<file path="src/common/rvPkg.sv">
package rvPkg;

	localparam int XLEN = 32;
	localparam int REG_ADDR_W = 5;

	typedef logic [XLEN-1:0] word_t;
	typedef logic [31:0] instr_t;
	typedef logic [REG_ADDR_W-1:0] regAddr_t;
	typedef logic [3:0] aluOp_t;

	// Major opcodes of the supported subset
	localparam logic [6:0] OPC_OP = 7'b0110011;
	localparam logic [6:0] OPC_OP_IMM = 7'b0010011;
	localparam logic [6:0] OPC_LUI = 7'b0110111;
	localparam logic [6:0] OPC_STORE = 7'b0100011;

	localparam logic [2:0] F3_ADD_SUB = 3'b000;
	localparam logic [2:0] F3_SLL = 3'b001;
	localparam logic [2:0] F3_SLT = 3'b010;
	localparam logic [2:0] F3_SLTU = 3'b011;
	localparam logic [2:0] F3_XOR = 3'b100;
	localparam logic [2:0] F3_SRL_SRA = 3'b101;
	localparam logic [2:0] F3_OR = 3'b110;
	localparam logic [2:0] F3_AND = 3'b111;
	localparam logic [2:0] F3_SW = 3'b010;

	// Marks sub and sra
	localparam logic [6:0] F7_ALT = 7'b0100000;

	localparam aluOp_t ALU_ADD = 4'd0;
	localparam aluOp_t ALU_SUB = 4'd1;
	localparam aluOp_t ALU_AND = 4'd2;
	localparam aluOp_t ALU_OR = 4'd3;
	localparam aluOp_t ALU_XOR = 4'd4;
	localparam aluOp_t ALU_SLL = 4'd5;
	localparam aluOp_t ALU_SRL = 4'd6;
	localparam aluOp_t ALU_SRA = 4'd7;
	localparam aluOp_t ALU_SLT = 4'd8;
	localparam aluOp_t ALU_SLTU = 4'd9;
	// Highest defined code, used by lui
	localparam aluOp_t ALU_PASSB = 4'd10;

	// addi x0, x0, 0
	localparam instr_t NOP_INSTR = 32'h0000_0013;
	localparam word_t RESET_PC = '0;

endpackage
</file>
<file path="src/verilog/rvCore.sv">
`timescale 1ns/10ps

module rvCore (
	input logic clk,
	input logic reset,
	output rvPkg::word_t instrAddr,
	input rvPkg::instr_t instrData,
	output logic wbCyc,
	output logic wbStb,
	output logic wbWe,
	output rvPkg::word_t wbAdr,
	output rvPkg::word_t wbDatOut,
	output logic [rvPkg::XLEN/8-1:0] wbSel,
	input logic wbAck
);
	import rvPkg::*;

	logic hold;
	instr_t instr;
	logic idValid, idWriteReg, idIsStore;
	word_t operandA, operandB, storeData;
	regAddr_t idRd;
	aluOp_t idAluOp;
	regAddr_t exRd, memRd, wbRd;
	logic exWriteReg, memWriteReg, exValid, exIsStore, wbValid;
	word_t exResult, memResult, exStoreData, wbData;

	fetchStage i_fetchStage (
		.clk(clk), .reset(reset), .hold(hold), .instrData(instrData),
		.instrAddr(instrAddr), .instr(instr), .pc()
	);

	decodeStage i_decodeStage (
		.clk(clk), .reset(reset), .hold(hold), .instr(instr),
		.wbValid(wbValid), .wbRd(wbRd), .wbData(wbData),
		.exRd(exRd), .exWriteReg(exWriteReg), .exResult(exResult),
		.memRd(memRd), .memWriteReg(memWriteReg), .memResult(memResult),
		.idValid(idValid), .operandA(operandA), .operandB(operandB), .storeData(storeData),
		.idRd(idRd), .idAluOp(idAluOp), .idWriteReg(idWriteReg), .idIsStore(idIsStore)
	);

	executeStage i_executeStage (
		.clk(clk), .reset(reset), .hold(hold), .idValid(idValid),
		.operandA(operandA), .operandB(operandB), .storeData(storeData),
		.idRd(idRd), .idAluOp(idAluOp), .idWriteReg(idWriteReg), .idIsStore(idIsStore),
		.exRd(exRd), .exWriteReg(exWriteReg), .exResult(exResult),
		.exValid(exValid), .exStoreData(exStoreData), .exIsStore(exIsStore),
		.memRd(memRd), .memWriteReg(memWriteReg), .memResult(memResult)
	);

	// Execute/memory register contents also serve as memory-stage forwarding
	memoryStage i_memoryStage (
		.clk(clk), .reset(reset), .exValid(exValid), .exIsStore(exIsStore),
		.exResult(memResult), .exStoreData(exStoreData),
		.memRd(memRd), .memWriteReg(memWriteReg), .hold(hold),
		.wbCyc(wbCyc), .wbStb(wbStb), .wbWe(wbWe), .wbAdr(wbAdr),
		.wbDatOut(wbDatOut), .wbSel(wbSel), .wbAck(wbAck),
		.wbValid(wbValid), .wbRd(wbRd), .wbData(wbData)
	);

endmodule

</file>
<file path="src/verilog/memoryStage.sv">
`timescale 1ns/10ps

module memoryStage (
	input logic clk,
	input logic reset,
	input logic exValid,
	input logic exIsStore,
	input rvPkg::word_t exResult,
	input rvPkg::word_t exStoreData,
	input rvPkg::regAddr_t memRd,
	input logic memWriteReg,
	output logic hold,
	output logic wbCyc,
	output logic wbStb,
	output logic wbWe,
	output rvPkg::word_t wbAdr,
	output rvPkg::word_t wbDatOut,
	output logic [rvPkg::XLEN/8-1:0] wbSel,
	input logic wbAck,
	output logic wbValid,
	output rvPkg::regAddr_t wbRd,
	output rvPkg::word_t wbData
);
	import rvPkg::*;

	logic storeActive;

	assign storeActive = exValid && exIsStore;

	// Front of the pipeline waits until the slave acks
	assign hold = storeActive && !wbAck;

	assign wbCyc = storeActive;
	assign wbStb = storeActive;
	assign wbWe = storeActive;
	assign wbAdr = exResult;
	assign wbDatOut = exStoreData;
	assign wbSel = '1;

	always_ff @(posedge clk) begin
		if (reset)
			wbValid <= 1'b0;
		else
			wbValid <= memWriteReg && !hold;
	end

	always_ff @(posedge clk) begin
		wbRd <= memRd;
		wbData <= exResult;
	end

	stbInCyc: assert property (@(posedge clk) disable iff (reset)
		wbStb |-> wbCyc);

	stableWhileWaiting: assert property (@(posedge clk) disable iff (reset)
		(wbStb && !wbAck) |=> wbStb && $stable(wbAdr) && $stable(wbDatOut));

endmodule

</file>
<file path="src/verilog/executeStage.sv">
`timescale 1ns/10ps

module executeStage (
	input logic clk,
	input logic reset,
	input logic hold,
	input logic idValid,
	input rvPkg::word_t operandA,
	input rvPkg::word_t operandB,
	input rvPkg::word_t storeData,
	input rvPkg::regAddr_t idRd,
	input rvPkg::aluOp_t idAluOp,
	input logic idWriteReg,
	input logic idIsStore,
	output rvPkg::regAddr_t exRd,
	output logic exWriteReg,
	output rvPkg::word_t exResult,
	output logic exValid,
	output rvPkg::word_t exStoreData,
	output logic exIsStore,
	output rvPkg::regAddr_t memRd,
	output logic memWriteReg,
	output rvPkg::word_t memResult
);
	import rvPkg::*;

	logic [4:0] shamt;

	assign shamt = operandB[4:0];

	always_comb begin
		case (idAluOp)
			ALU_ADD: exResult = operandA + operandB;
			ALU_SUB: exResult = operandA - operandB;
			ALU_AND: exResult = operandA & operandB;
			ALU_OR: exResult = operandA | operandB;
			ALU_XOR: exResult = operandA ^ operandB;
			ALU_SLL: exResult = operandA << shamt;
			ALU_SRL: exResult = operandA >> shamt;
			ALU_SRA: exResult = word_t'($signed(operandA) >>> shamt);
			ALU_SLT: exResult = word_t'($signed(operandA) < $signed(operandB));
			ALU_SLTU: exResult = word_t'(operandA < operandB);
			default: exResult = operandB;
		endcase
	end

	// Forwarding from the instruction now in execute
	assign exRd = idRd;
	assign exWriteReg = idValid && idWriteReg;

	always_ff @(posedge clk) begin
		if (reset) begin
			exValid <= 1'b0;
			exIsStore <= 1'b0;
			memWriteReg <= 1'b0;
		end else if (!hold) begin
			exValid <= idValid;
			exIsStore <= idIsStore;
			memWriteReg <= exWriteReg;
		end
	end

	always_ff @(posedge clk) begin
		if (!hold) begin
			memRd <= idRd;
			memResult <= exResult;
			exStoreData <= storeData;
		end
	end

	knownAluOp: assert property (@(posedge clk) disable iff (reset)
		idValid |-> (idAluOp <= ALU_PASSB));

endmodule

</file>
<file path="src/decode/decodeStage.sv">
`timescale 1ns/10ps

module decodeStage (
	input logic clk,
	input logic reset,
	input logic hold,
	input rvPkg::instr_t instr,
	input logic wbValid,
	input rvPkg::regAddr_t wbRd,
	input rvPkg::word_t wbData,
	input rvPkg::regAddr_t exRd,
	input logic exWriteReg,
	input rvPkg::word_t exResult,
	input rvPkg::regAddr_t memRd,
	input logic memWriteReg,
	input rvPkg::word_t memResult,
	output logic idValid,
	output rvPkg::word_t operandA,
	output rvPkg::word_t operandB,
	output rvPkg::word_t storeData,
	output rvPkg::regAddr_t idRd,
	output rvPkg::aluOp_t idAluOp,
	output logic idWriteReg,
	output logic idIsStore
);
	import rvPkg::*;

	regAddr_t rs1, rs2, rd;
	word_t imm, rdata1, rdata2, fwdA, fwdB;
	aluOp_t aluOp;
	logic useImm, writeReg, isStore, legal;

	// Youngest producer wins; x0 reads zero from the register file
	function automatic word_t pickOperand(regAddr_t src, word_t regVal);
		if (src == '0)
			return regVal;
		else if (exWriteReg && (exRd == src))
			return exResult;
		else if (memWriteReg && (memRd == src))
			return memResult;
		else
			return regVal;
	endfunction

	instrDecoder i_instrDecoder (
		.instr(instr), .rs1(rs1), .rs2(rs2), .rd(rd), .imm(imm), .useImm(useImm),
		.aluOp(aluOp), .writeReg(writeReg), .isStore(isStore), .legal(legal)
	);

	regFile i_regFile (
		.clk(clk), .reset(reset), .rs1(rs1), .rs2(rs2), .rdata1(rdata1), .rdata2(rdata2),
		.wrEn(wbValid), .wrAddr(wbRd), .wrData(wbData)
	);

	always_comb begin
		fwdA = pickOperand(rs1, rdata1);
		fwdB = pickOperand(rs2, rdata2);
	end

	always_ff @(posedge clk) begin
		if (reset) begin
			idValid <= 1'b0;
			idWriteReg <= 1'b0;
			idIsStore <= 1'b0;
		end else if (!hold) begin
			idValid <= legal;
			idWriteReg <= writeReg;
			idIsStore <= isStore;
		end
	end

	always_ff @(posedge clk) begin
		if (!hold) begin
			operandA <= fwdA;
			operandB <= useImm ? imm : fwdB;
			storeData <= fwdB;
			idRd <= rd;
			idAluOp <= aluOp;
		end
	end

endmodule

</file>
<file path="src/decode/regFile.sv">
`timescale 1ns/10ps

module regFile (
	input logic clk,
	input logic reset,
	input rvPkg::regAddr_t rs1,
	input rvPkg::regAddr_t rs2,
	output rvPkg::word_t rdata1,
	output rvPkg::word_t rdata2,
	input logic wrEn,
	input rvPkg::regAddr_t wrAddr,
	input rvPkg::word_t wrData
);
	import rvPkg::*;

	word_t regs [1:31];

	always_ff @(posedge clk) begin
		if (reset) begin
			for (int i = 1; i < 32; i++)
				regs[i] <= '0;
		end else if (wrEn && (wrAddr != '0)) begin
			regs[wrAddr] <= wrData;
		end
	end

	// Write-through covers the instruction three ahead
	assign rdata1 = (rs1 == '0) ? '0 : (wrEn && (wrAddr == rs1)) ? wrData : regs[rs1];
	assign rdata2 = (rs2 == '0) ? '0 : (wrEn && (wrAddr == rs2)) ? wrData : regs[rs2];

	zeroReg: assert property (@(posedge clk) disable iff (reset)
		(rs1 == '0) |-> (rdata1 == '0));

endmodule

</file>
<file path="src/decode/instrDecoder.sv">
`timescale 1ns/10ps

module instrDecoder (
	input rvPkg::instr_t instr,
	output rvPkg::regAddr_t rs1,
	output rvPkg::regAddr_t rs2,
	output rvPkg::regAddr_t rd,
	output rvPkg::word_t imm,
	output logic useImm,
	output rvPkg::aluOp_t aluOp,
	output logic writeReg,
	output logic isStore,
	output logic legal
);
	import rvPkg::*;

	logic [6:0] opcode;
	logic [2:0] funct3;
	logic [6:0] funct7;
	logic shiftOp;

	function automatic aluOp_t aluFor(logic [2:0] f3, logic alt);
		case (f3)
			F3_ADD_SUB: return alt ? ALU_SUB : ALU_ADD;
			F3_SLL: return ALU_SLL;
			F3_SLT: return ALU_SLT;
			F3_SLTU: return ALU_SLTU;
			F3_XOR: return ALU_XOR;
			F3_SRL_SRA: return alt ? ALU_SRA : ALU_SRL;
			F3_OR: return ALU_OR;
			default: return ALU_AND;
		endcase
	endfunction

	assign opcode = instr[6:0];
	assign funct3 = instr[14:12];
	assign funct7 = instr[31:25];
	assign rs1 = instr[19:15];
	assign rs2 = instr[24:20];
	assign rd = instr[11:7];
	assign shiftOp = (funct3 == F3_SLL) || (funct3 == F3_SRL_SRA);

	always_comb begin
		imm = '0;
		useImm = 1'b0;
		aluOp = ALU_ADD;
		writeReg = 1'b0;
		isStore = 1'b0;
		legal = 1'b0;
		case (opcode)
			OPC_OP: begin
				aluOp = aluFor(funct3, funct7 == F7_ALT);
				writeReg = 1'b1;
				// Alternate encoding only exists for sub and sra
				legal = (funct7 == 7'd0) || ((funct7 == F7_ALT) &&
					((funct3 == F3_ADD_SUB) || (funct3 == F3_SRL_SRA)));
			end
			OPC_OP_IMM: begin
				aluOp = aluFor(funct3, (funct3 == F3_SRL_SRA) && (funct7 == F7_ALT));
				imm = {{20{instr[31]}}, instr[31:20]};
				useImm = 1'b1;
				writeReg = 1'b1;
				legal = !shiftOp || (funct7 == 7'd0) ||
					((funct3 == F3_SRL_SRA) && (funct7 == F7_ALT));
			end
			OPC_LUI: begin
				aluOp = ALU_PASSB;
				imm = {instr[31:12], 12'd0};
				useImm = 1'b1;
				writeReg = 1'b1;
				legal = 1'b1;
			end
			OPC_STORE: begin
				imm = {{20{instr[31]}}, instr[31:25], instr[11:7]};
				useImm = 1'b1;
				isStore = 1'b1;
				legal = (funct3 == F3_SW);
			end
			default: legal = 1'b0;
		endcase
		if (!legal) begin
			writeReg = 1'b0;
			isStore = 1'b0;
		end
	end

endmodule

</file>
<file path="src/fetch/fetchStage.sv">
`timescale 1ns/10ps

module fetchStage (
	input logic clk,
	input logic reset,
	input logic hold,
	input rvPkg::instr_t instrData,
	output rvPkg::word_t instrAddr,
	output rvPkg::instr_t instr,
	output rvPkg::word_t pc
);
	import rvPkg::*;

	always_ff @(posedge clk) begin
		if (reset) begin
			instrAddr <= RESET_PC;
			instr <= NOP_INSTR;
		end else if (!hold) begin
			instrAddr <= instrAddr + word_t'(4);
			instr <= instrData;
		end
	end

	// PC of the word now in the fetch/decode register
	always_ff @(posedge clk) begin
		if (!hold)
			pc <= instrAddr;
	end

	pcHeld: assert property (@(posedge clk) disable iff (reset)
		hold |=> (instrAddr == $past(instrAddr)) && (pc == $past(pc)));

endmodule

</file>
<file path="config.mk">
export PLATFORM = sky130hd
export DESIGN_NAME = rvCore
export DESIGN_NICKNAME = d
export VERILOG_FILES = /design/src/common/rvPkg.sv /design/src/verilog/rvCore.sv /design/src/verilog/memoryStage.sv /design/src/verilog/executeStage.sv /design/src/decode/decodeStage.sv /design/src/decode/regFile.sv /design/src/decode/instrDecoder.sv /design/src/fetch/fetchStage.sv
export SDC_FILE = /design/constraint.sdc
export NUM_CORES = 2
export LEC_CHECK = 0
export BUFFER_PORTS_ARGS = -buffer_cell sky130_fd_sc_hd__buf_2
export CAP_MARGIN = 30
export CORE_MARGIN = 3
export CORE_UTILIZATION = 45
export DETAILED_ROUTE_END_ITERATION = 10
export SKIP_CTS_REPAIR_TIMING = 1
export SYNTH_ARGS = -nofsm -noshare
export SYNTH_HDL_FRONTEND = slang
export SYNTH_HIERARCHICAL = 1
export SYNTH_SLANG_ARGS = --single-unit
</file>
<file path="constraint.sdc">
create_clock -name clk -period 4.26 [get_ports clk]
set_input_delay 0.213 -clock clk [delete_from_list [all_inputs] [get_ports clk]]
set_output_delay 0.213 -clock clk [all_outputs]
set_load 0.05 [all_outputs]
</file>
Yosys cells after proc, flatten, opt, wreduce, memory -nomap -nowiden. Memory sizes are Yosys's and may differ from the RTL's. A register that Yosys moved wholly into a read port is not among the register bits. Index checks and enable logic that the tools add are counted. W data, S select, Z words.

Memories: 1. Output and inout bits: 103. Input bits: 35. Bits in writable memories: 992. Word-level logic and storage cells: 125. Register bits after elaboration: 282.

Memory list: i_decodeStage.i_regFile.regs (depth 31, width 32, read ports 2, clocked after memory_dff 2, wr ports 31, line regFile.sv:16) `word_t regs [1:31];`.

Shift operators: 3. Reductions and logical operators: 30. Bitwise gates (word level): 3. Multiplexer cells: 38. $add $sub $neg: 3. Equality and inequality tests: 26. Magnitude comparators: 2.

Operators by type and width (count): $mux W32 (12); $pmux W32 S10 (1); $pmux W32 S3 (1); $lt A32 B32 Y1 (2); $pmux W4 S7 (2); $add A32 B3 Y32 const B (1); $add A32 B32 Y32 (1); $and A32 B32 Y32 (1); $or A32 B32 Y32 (1); $reduce_or A32 Y1 (1); $shl A32 B5 Y32 (1); $shr A32 B5 Y32 (1); $sshr A32 B5 Y32 (1); $sub A32 B32 Y32 (1); $xor A32 B32 Y32 (1); $eq A5 B5 Y1 (6); $eq A7 B6 Y1 const B (4); $mux W5 (5); $eq A4 B3 Y1 const B (4); $mux W1 (15); $logic_and A1 B1 Y1 (13); $pmux W4 S3 (1); $logic_not A5 Y1 (2); $eq A3 B3 Y1 const B (3); 14 further kinds (24).

Logic depth before layout (Yosys ltp).
Depth in word-level cells: 8. Gate-level depth with buffers: 18. Depth with buffers taken out: 15.

Modules after synthesis. Netlist, hierarchy kept.

Modules (own cells, without submodules): regFile (sequential area each 30749.5 sq um, instances 1, area each 55054.1 sq um, cells each 3801); executeStage (sequential area each 2132.0 sq um, instances 1, area each 10603.9 sq um, cells each 1345); decodeStage (sequential area each 3213.1 sq um, instances 1, area each 6251.0 sq um, cells each 561); fetchStage (sequential area each 2142.1 sq um, instances 1, area each 3497.1 sq um, cells each 303); memoryStage (sequential area each 760.7 sq um, instances 1, area each 1318.8 sq um, cells each 112); instrDecoder (sequential area each 0.0 sq um, instances 1, area each 649.4 sq um, cells each 94).

Worst setup path after synthesis. No wires, ideal clock.

Kind: register to register. Start: register i_decodeStage.operandB[2]. End: register i_decodeStage.operandB[31] (data pin). Path buffers: 4. Period minus slack after synthesis: 4476 ps. Arrival time: 4215 ps. Cell stages (with the launch flop): 18. Setup slack: -216 ps. Data required time: 3999 ps. Library setup time: 261 ps. Cells stage by stage: edfxtp_1 > clkbuf_1 > clkinv_1 > buf_1 > buf_1 > ha_1 > buf_2 > or4_4 > a21oi_2 > o211ai_1 > a211oi_2 > o211ai_2 > o31a_1 > nor3_1 > nand3b_1 > a22oi_2 > mux2_2 > a221o_1.

Word-level cells in the longest chain between the ends: 5. Elaborated cells on any way between the ends: 9. Those cells by class: add/sub (2); shift (3); mux (4).

Ends and longest elaborated chain: start, declared (line decodeStage.sv:19) `output rvPkg::word_t operandB,`; start signal, assigned (line decodeStage.sv:75) `operandB <= useImm ? imm : fwdB;`; $sub A32 B32 Y32 (tied with other cells) (line executeStage.sv:34) `ALU_SUB: exResult = operandA - operandB;`; $pmux W32 S10 (*) (line executeStage.sv:32) `case (idAluOp)`; via exResult[31] (line rvCore.sv:26) `word_t exResult, memResult, exStoreData, wbData;`; $mux W32 (*) (line decodeStage.sv:37) `else if (exWriteReg && (exRd == src))`; $mux W32 (*) (line decodeStage.sv:35) `if (src == '0)`; $mux W32 (*) (line decodeStage.sv:75).

Mark *: on every way through the listed nets, which the timed path passes. The rest lies on a longest branch. A chain may end at the register's enable or synchronous reset.

Worst setup path in the final report.
Start: register i_decodeStage.operandB[0]. End: register i_decodeStage.operandB[0] (data pin).

Word-level cells in the longest chain between the ends: 5. Elaborated cells on any way between the ends: 14. Those cells by class: add/sub (2); order compare (2); shift (3); mux (4); bitwise (3).

Ends and longest elaborated chain (line): $sub A32 B32 Y32 (tied with other cells) (executeStage.sv:34); $pmux W32 S10 (*) (executeStage.sv:32); via exResult[0] (rvCore.sv:26); $mux W32 (*) (decodeStage.sv:37); $mux W32 (*) (decodeStage.sv:35); $mux W32 (*) (decodeStage.sv:75).

Marked as above.

==> impl_metrics.yaml <==
status:
  outcome: "finished, final reports clean"
power:
  total_power_mw: 39.1
  p_switching_mw: 13.5
  power_report.internal_total_mw: 25.7
  comb_power_share_pct: 26.8
  power.clock.fraction_pct: 32.0
  seqPwrFrac_pct: 41.2
  power_dens_cells_nw_per_um2: 454
  sw_frac_of_total_pct: 34.4
  max-vdd-ir-drop_mv: 0.444
  leakagePower_nw: 31.8
worst_setup_path:
  cp.arrival_ns: 4.80
  timing_worst_setup_path_type: "flip-flop to flip-flop"
  cp_slowest_stage_delay_ns: 0.45
  critical_path.endpoint_type: "flip-flop"
  startpoint_types: "flip-flop"
  largest_fanout_on_the_critical_path: 4
  worstPathCellList: "ha_2, fa_2, nor2_1, o311ai_2, o22ai_1, buf_4, a221oi_2, buf_4, o21ai_4, a221oi_4, nand2_2, a221oi_4, buf_4, o21ai_1, a32oi_1, buf_4, mux2_2, a221o_1"
  regToRegSetupSlack_ns: 0.008
  cpMostUsedCell: "sky130_fd_sc_hd__buf_4"
  critPathRequiredTime_ns: 4.81
  reg2reg_depth: 18
  critPathSlowestCell: "sky130_fd_sc_hd__edfxtp_1"
global_route:
  first_global_vias: 55000
  grt_first_pass_wirelength_mm: 423
  global_route.usage.total_pct: 34.0
  grt_antenna_before_repair: 12
  global_route.overflow_total: 0
  pin_count_of_the_biggest_net_entering_global_routing: 82
cts:
  clock-root-buffer: "sky130_fd_sc_hd__clkbuf_16"
  cts_tree: "done"
  clk-insertion-delay-late_ns: 0.82
  cts_inserted_buffers: 147
  worst_setup_hold_path_clk_slew_ns: 0.07
  cts_max_level: 4
  max-clock-path-buffers: 3
  clkSinkCount: 1304
layout:
  total_of_fill_cells_in_the_finished_design: 14200
  layout-drive-gt1-share_pct: 21.8
  stdcell_area_um2: 86200
  synthToLayoutAreaGrowth_pct: 12.7
  nNetsFinal: 6437
  post-route-util_pct: 51.3
detailed_routing:
  postRouteWirelength_mm: 302
  first_iter_violations: 7289
  drtPass1Iterations: 9
  met2WireLength_mm: 139
  drt-wirelength-per-cell_um: 35.0
  postRouteAntennaNets: 0
  drt-vias-per-instance: 6.61
  routed_via_count: 57000
  drc_errors: 0
  metal_1_wl_mm: 113
  routed-wl-met3_mm: 32.5
  routed.top_layer: "met5"
floorplan:
  floorplan.die.height_um: 418
  die_area_um2: 175000
  die_width_um: 418
  starting_utilization_of_the_core_area_pct: 45.5
  placementRows: 150
  floorplan.core_area_um2: 168000
  floorplan.io_pins: 138
sta:
  fmaxAchievable_mhz: 235
  post-route-period-util_pct: 99.8
  fin_hold_ws_ns: 0.192
  final_setup_violation_count: 0
  slew_headroom_pct: 25.8
  max_slew.worst_pin.slew_ns: 1.11
  hold_viol_final: 0
  final_period_minus_worst_setup_slack_ns: 4.25
  final-max-slew-violation-count: 0
  final_critical_path_setup_slack_ns: 0.00794
  timing.clock.skew_ns: 0.0374
  rsz0062_at_grt: "yes"
placed_design:
  place_ws_ns: -0.302
  postPlaceCellArea_um2: 80900
  io_buffer_count: 131
  gp_congestion: 1.01
  hpwlAfterDp_mm: 202
hold_path:
  number_of_cells_on_the_worst_hold_path: 4
  hold_path_class: "primary input to flip-flop"
flow_run:
  maxCapViolations: 0
yosys:
  yosysWarningCount: 6
  synthCells: 6183
  postSynthAreaPerCell_um2: 12.4
  syn-cell-area_um2: 76500
-- flip-flops by register name (all words and copies together) (netlist names), 32 cells and up --
register	flops
i_memoryStage/wbData	32
i_executeStage/memResult	32
i_fetchStage/instr	32
i_decodeStage/operandA	32
i_executeStage/exStoreData	32
i_decodeStage/storeData	32
i_decodeStage/operandB	32
i_decodeStage/i_regFile/regs	1024
-- power by group through the flow --
stage	combinational, mW	clock, mW	sequential (mW)
after global placement	9.59	0	16.6
after global routing	11.0	13.2	16.2
after floorplan	6.26	0	15.9
after CTS	10.0	12.7	16.2
after detailed placement	10.0	0	16.4
final	10.5	12.5	16.1
-- final cells by class --
type                       count  area (µm²)  share of cell area, %
sequential                  1304       38100                   44.2
multi-input combinational   4061       34800                   40.4
timing repair buffer         618        5170                   6.00
clock buffer                 186        3900                   4.52
tap                         2204        2760                   3.20
clock inverter                81         736                  0.854
inverter                     169         639                  0.742
antenna                       10        25.0                 0.0290
-- metrics by stage --
| stage | cells | setup TNS, ns |
|---|---|---|
| 2_1_floorplan | 6218 | 0 |
| 3_3_place_gp | 8302 | -1.15 |
| 3_5_place_dp | 8313 | -0.750 |
| 4_1_cts | 8580 | -1.19 |
| 5_1_grt | 8624 | -0.459 |
| 6_report | 8633 | 0 |
-- layout by cell type (no fill, tap or decap), types with 45 or more instances in the layout --
cell type and instances:
sky130_fd_sc_hd__mux4_2 404, sky130_fd_sc_hd__and2_1 1009, sky130_fd_sc_hd__a221oi_1 51, sky130_fd_sc_hd__o21ai_0 113, sky130_fd_sc_hd__o221ai_1 70, sky130_fd_sc_hd__dfxtp_1 97
sky130_fd_sc_hd__xnor2_1 51, sky130_fd_sc_hd__nand2_1 206, sky130_fd_sc_hd__a22oi_1 125, sky130_fd_sc_hd__nand4_1 46, sky130_fd_sc_hd__nand2b_1 51, sky130_fd_sc_hd__inv_1 156
sky130_fd_sc_hd__o21ai_1 62, sky130_fd_sc_hd__a211oi_1 57, sky130_fd_sc_hd__nand3_1 48, sky130_fd_sc_hd__buf_12 45, sky130_fd_sc_hd__edfxtp_1 1198, sky130_fd_sc_hd__nor3_1 59
sky130_fd_sc_hd__buf_4 397, sky130_fd_sc_hd__mux2i_1 409, sky130_fd_sc_hd__ha_1 98, sky130_fd_sc_hd__clkbuf_16 150, sky130_fd_sc_hd__buf_2 130, sky130_fd_sc_hd__nor2_1 211
sky130_fd_sc_hd__a21oi_1 255
-- worst max-delay path: cells and delay by family, from the launching register on --
| family | cells | cell delay (ns) |
|---|---|---|
| adder cells (fa/ha/maj) | 2 | 0.58 |
| AO/OA/AOI/OAI | 9 | 1.66 |
| buffers and inverters | 4 | 0.69 |
| AND/OR/NAND/NOR | 2 | 0.33 |
| multiplexers | 1 | 0.27 |
| flip-flops | 1 | 0.45 |
-- path summary, 6_finish.rpt --
path,startpoint,endpoint
worst max-delay path,i_decodeStage/operandB[0],i_decodeStage/operandB[0]
worst min-delay path,instrData[11],i_fetchStage/instr[11]
worst max register to register,i_decodeStage/operandB[0],i_decodeStage/operandB[0]
worst min register to register,i_decodeStage/storeData[5],i_executeStage/exStoreData[5]
-- per-layer routing --
metal / GRT usage, % / up-vias
li1: - / 23500
met1: 43.8 / 29100
met2: 53.6 / 3624
met3: 8.15 / 790
met4: 17.5 / 4
met5: 0 / -
(Power assumes the default switching activity.)
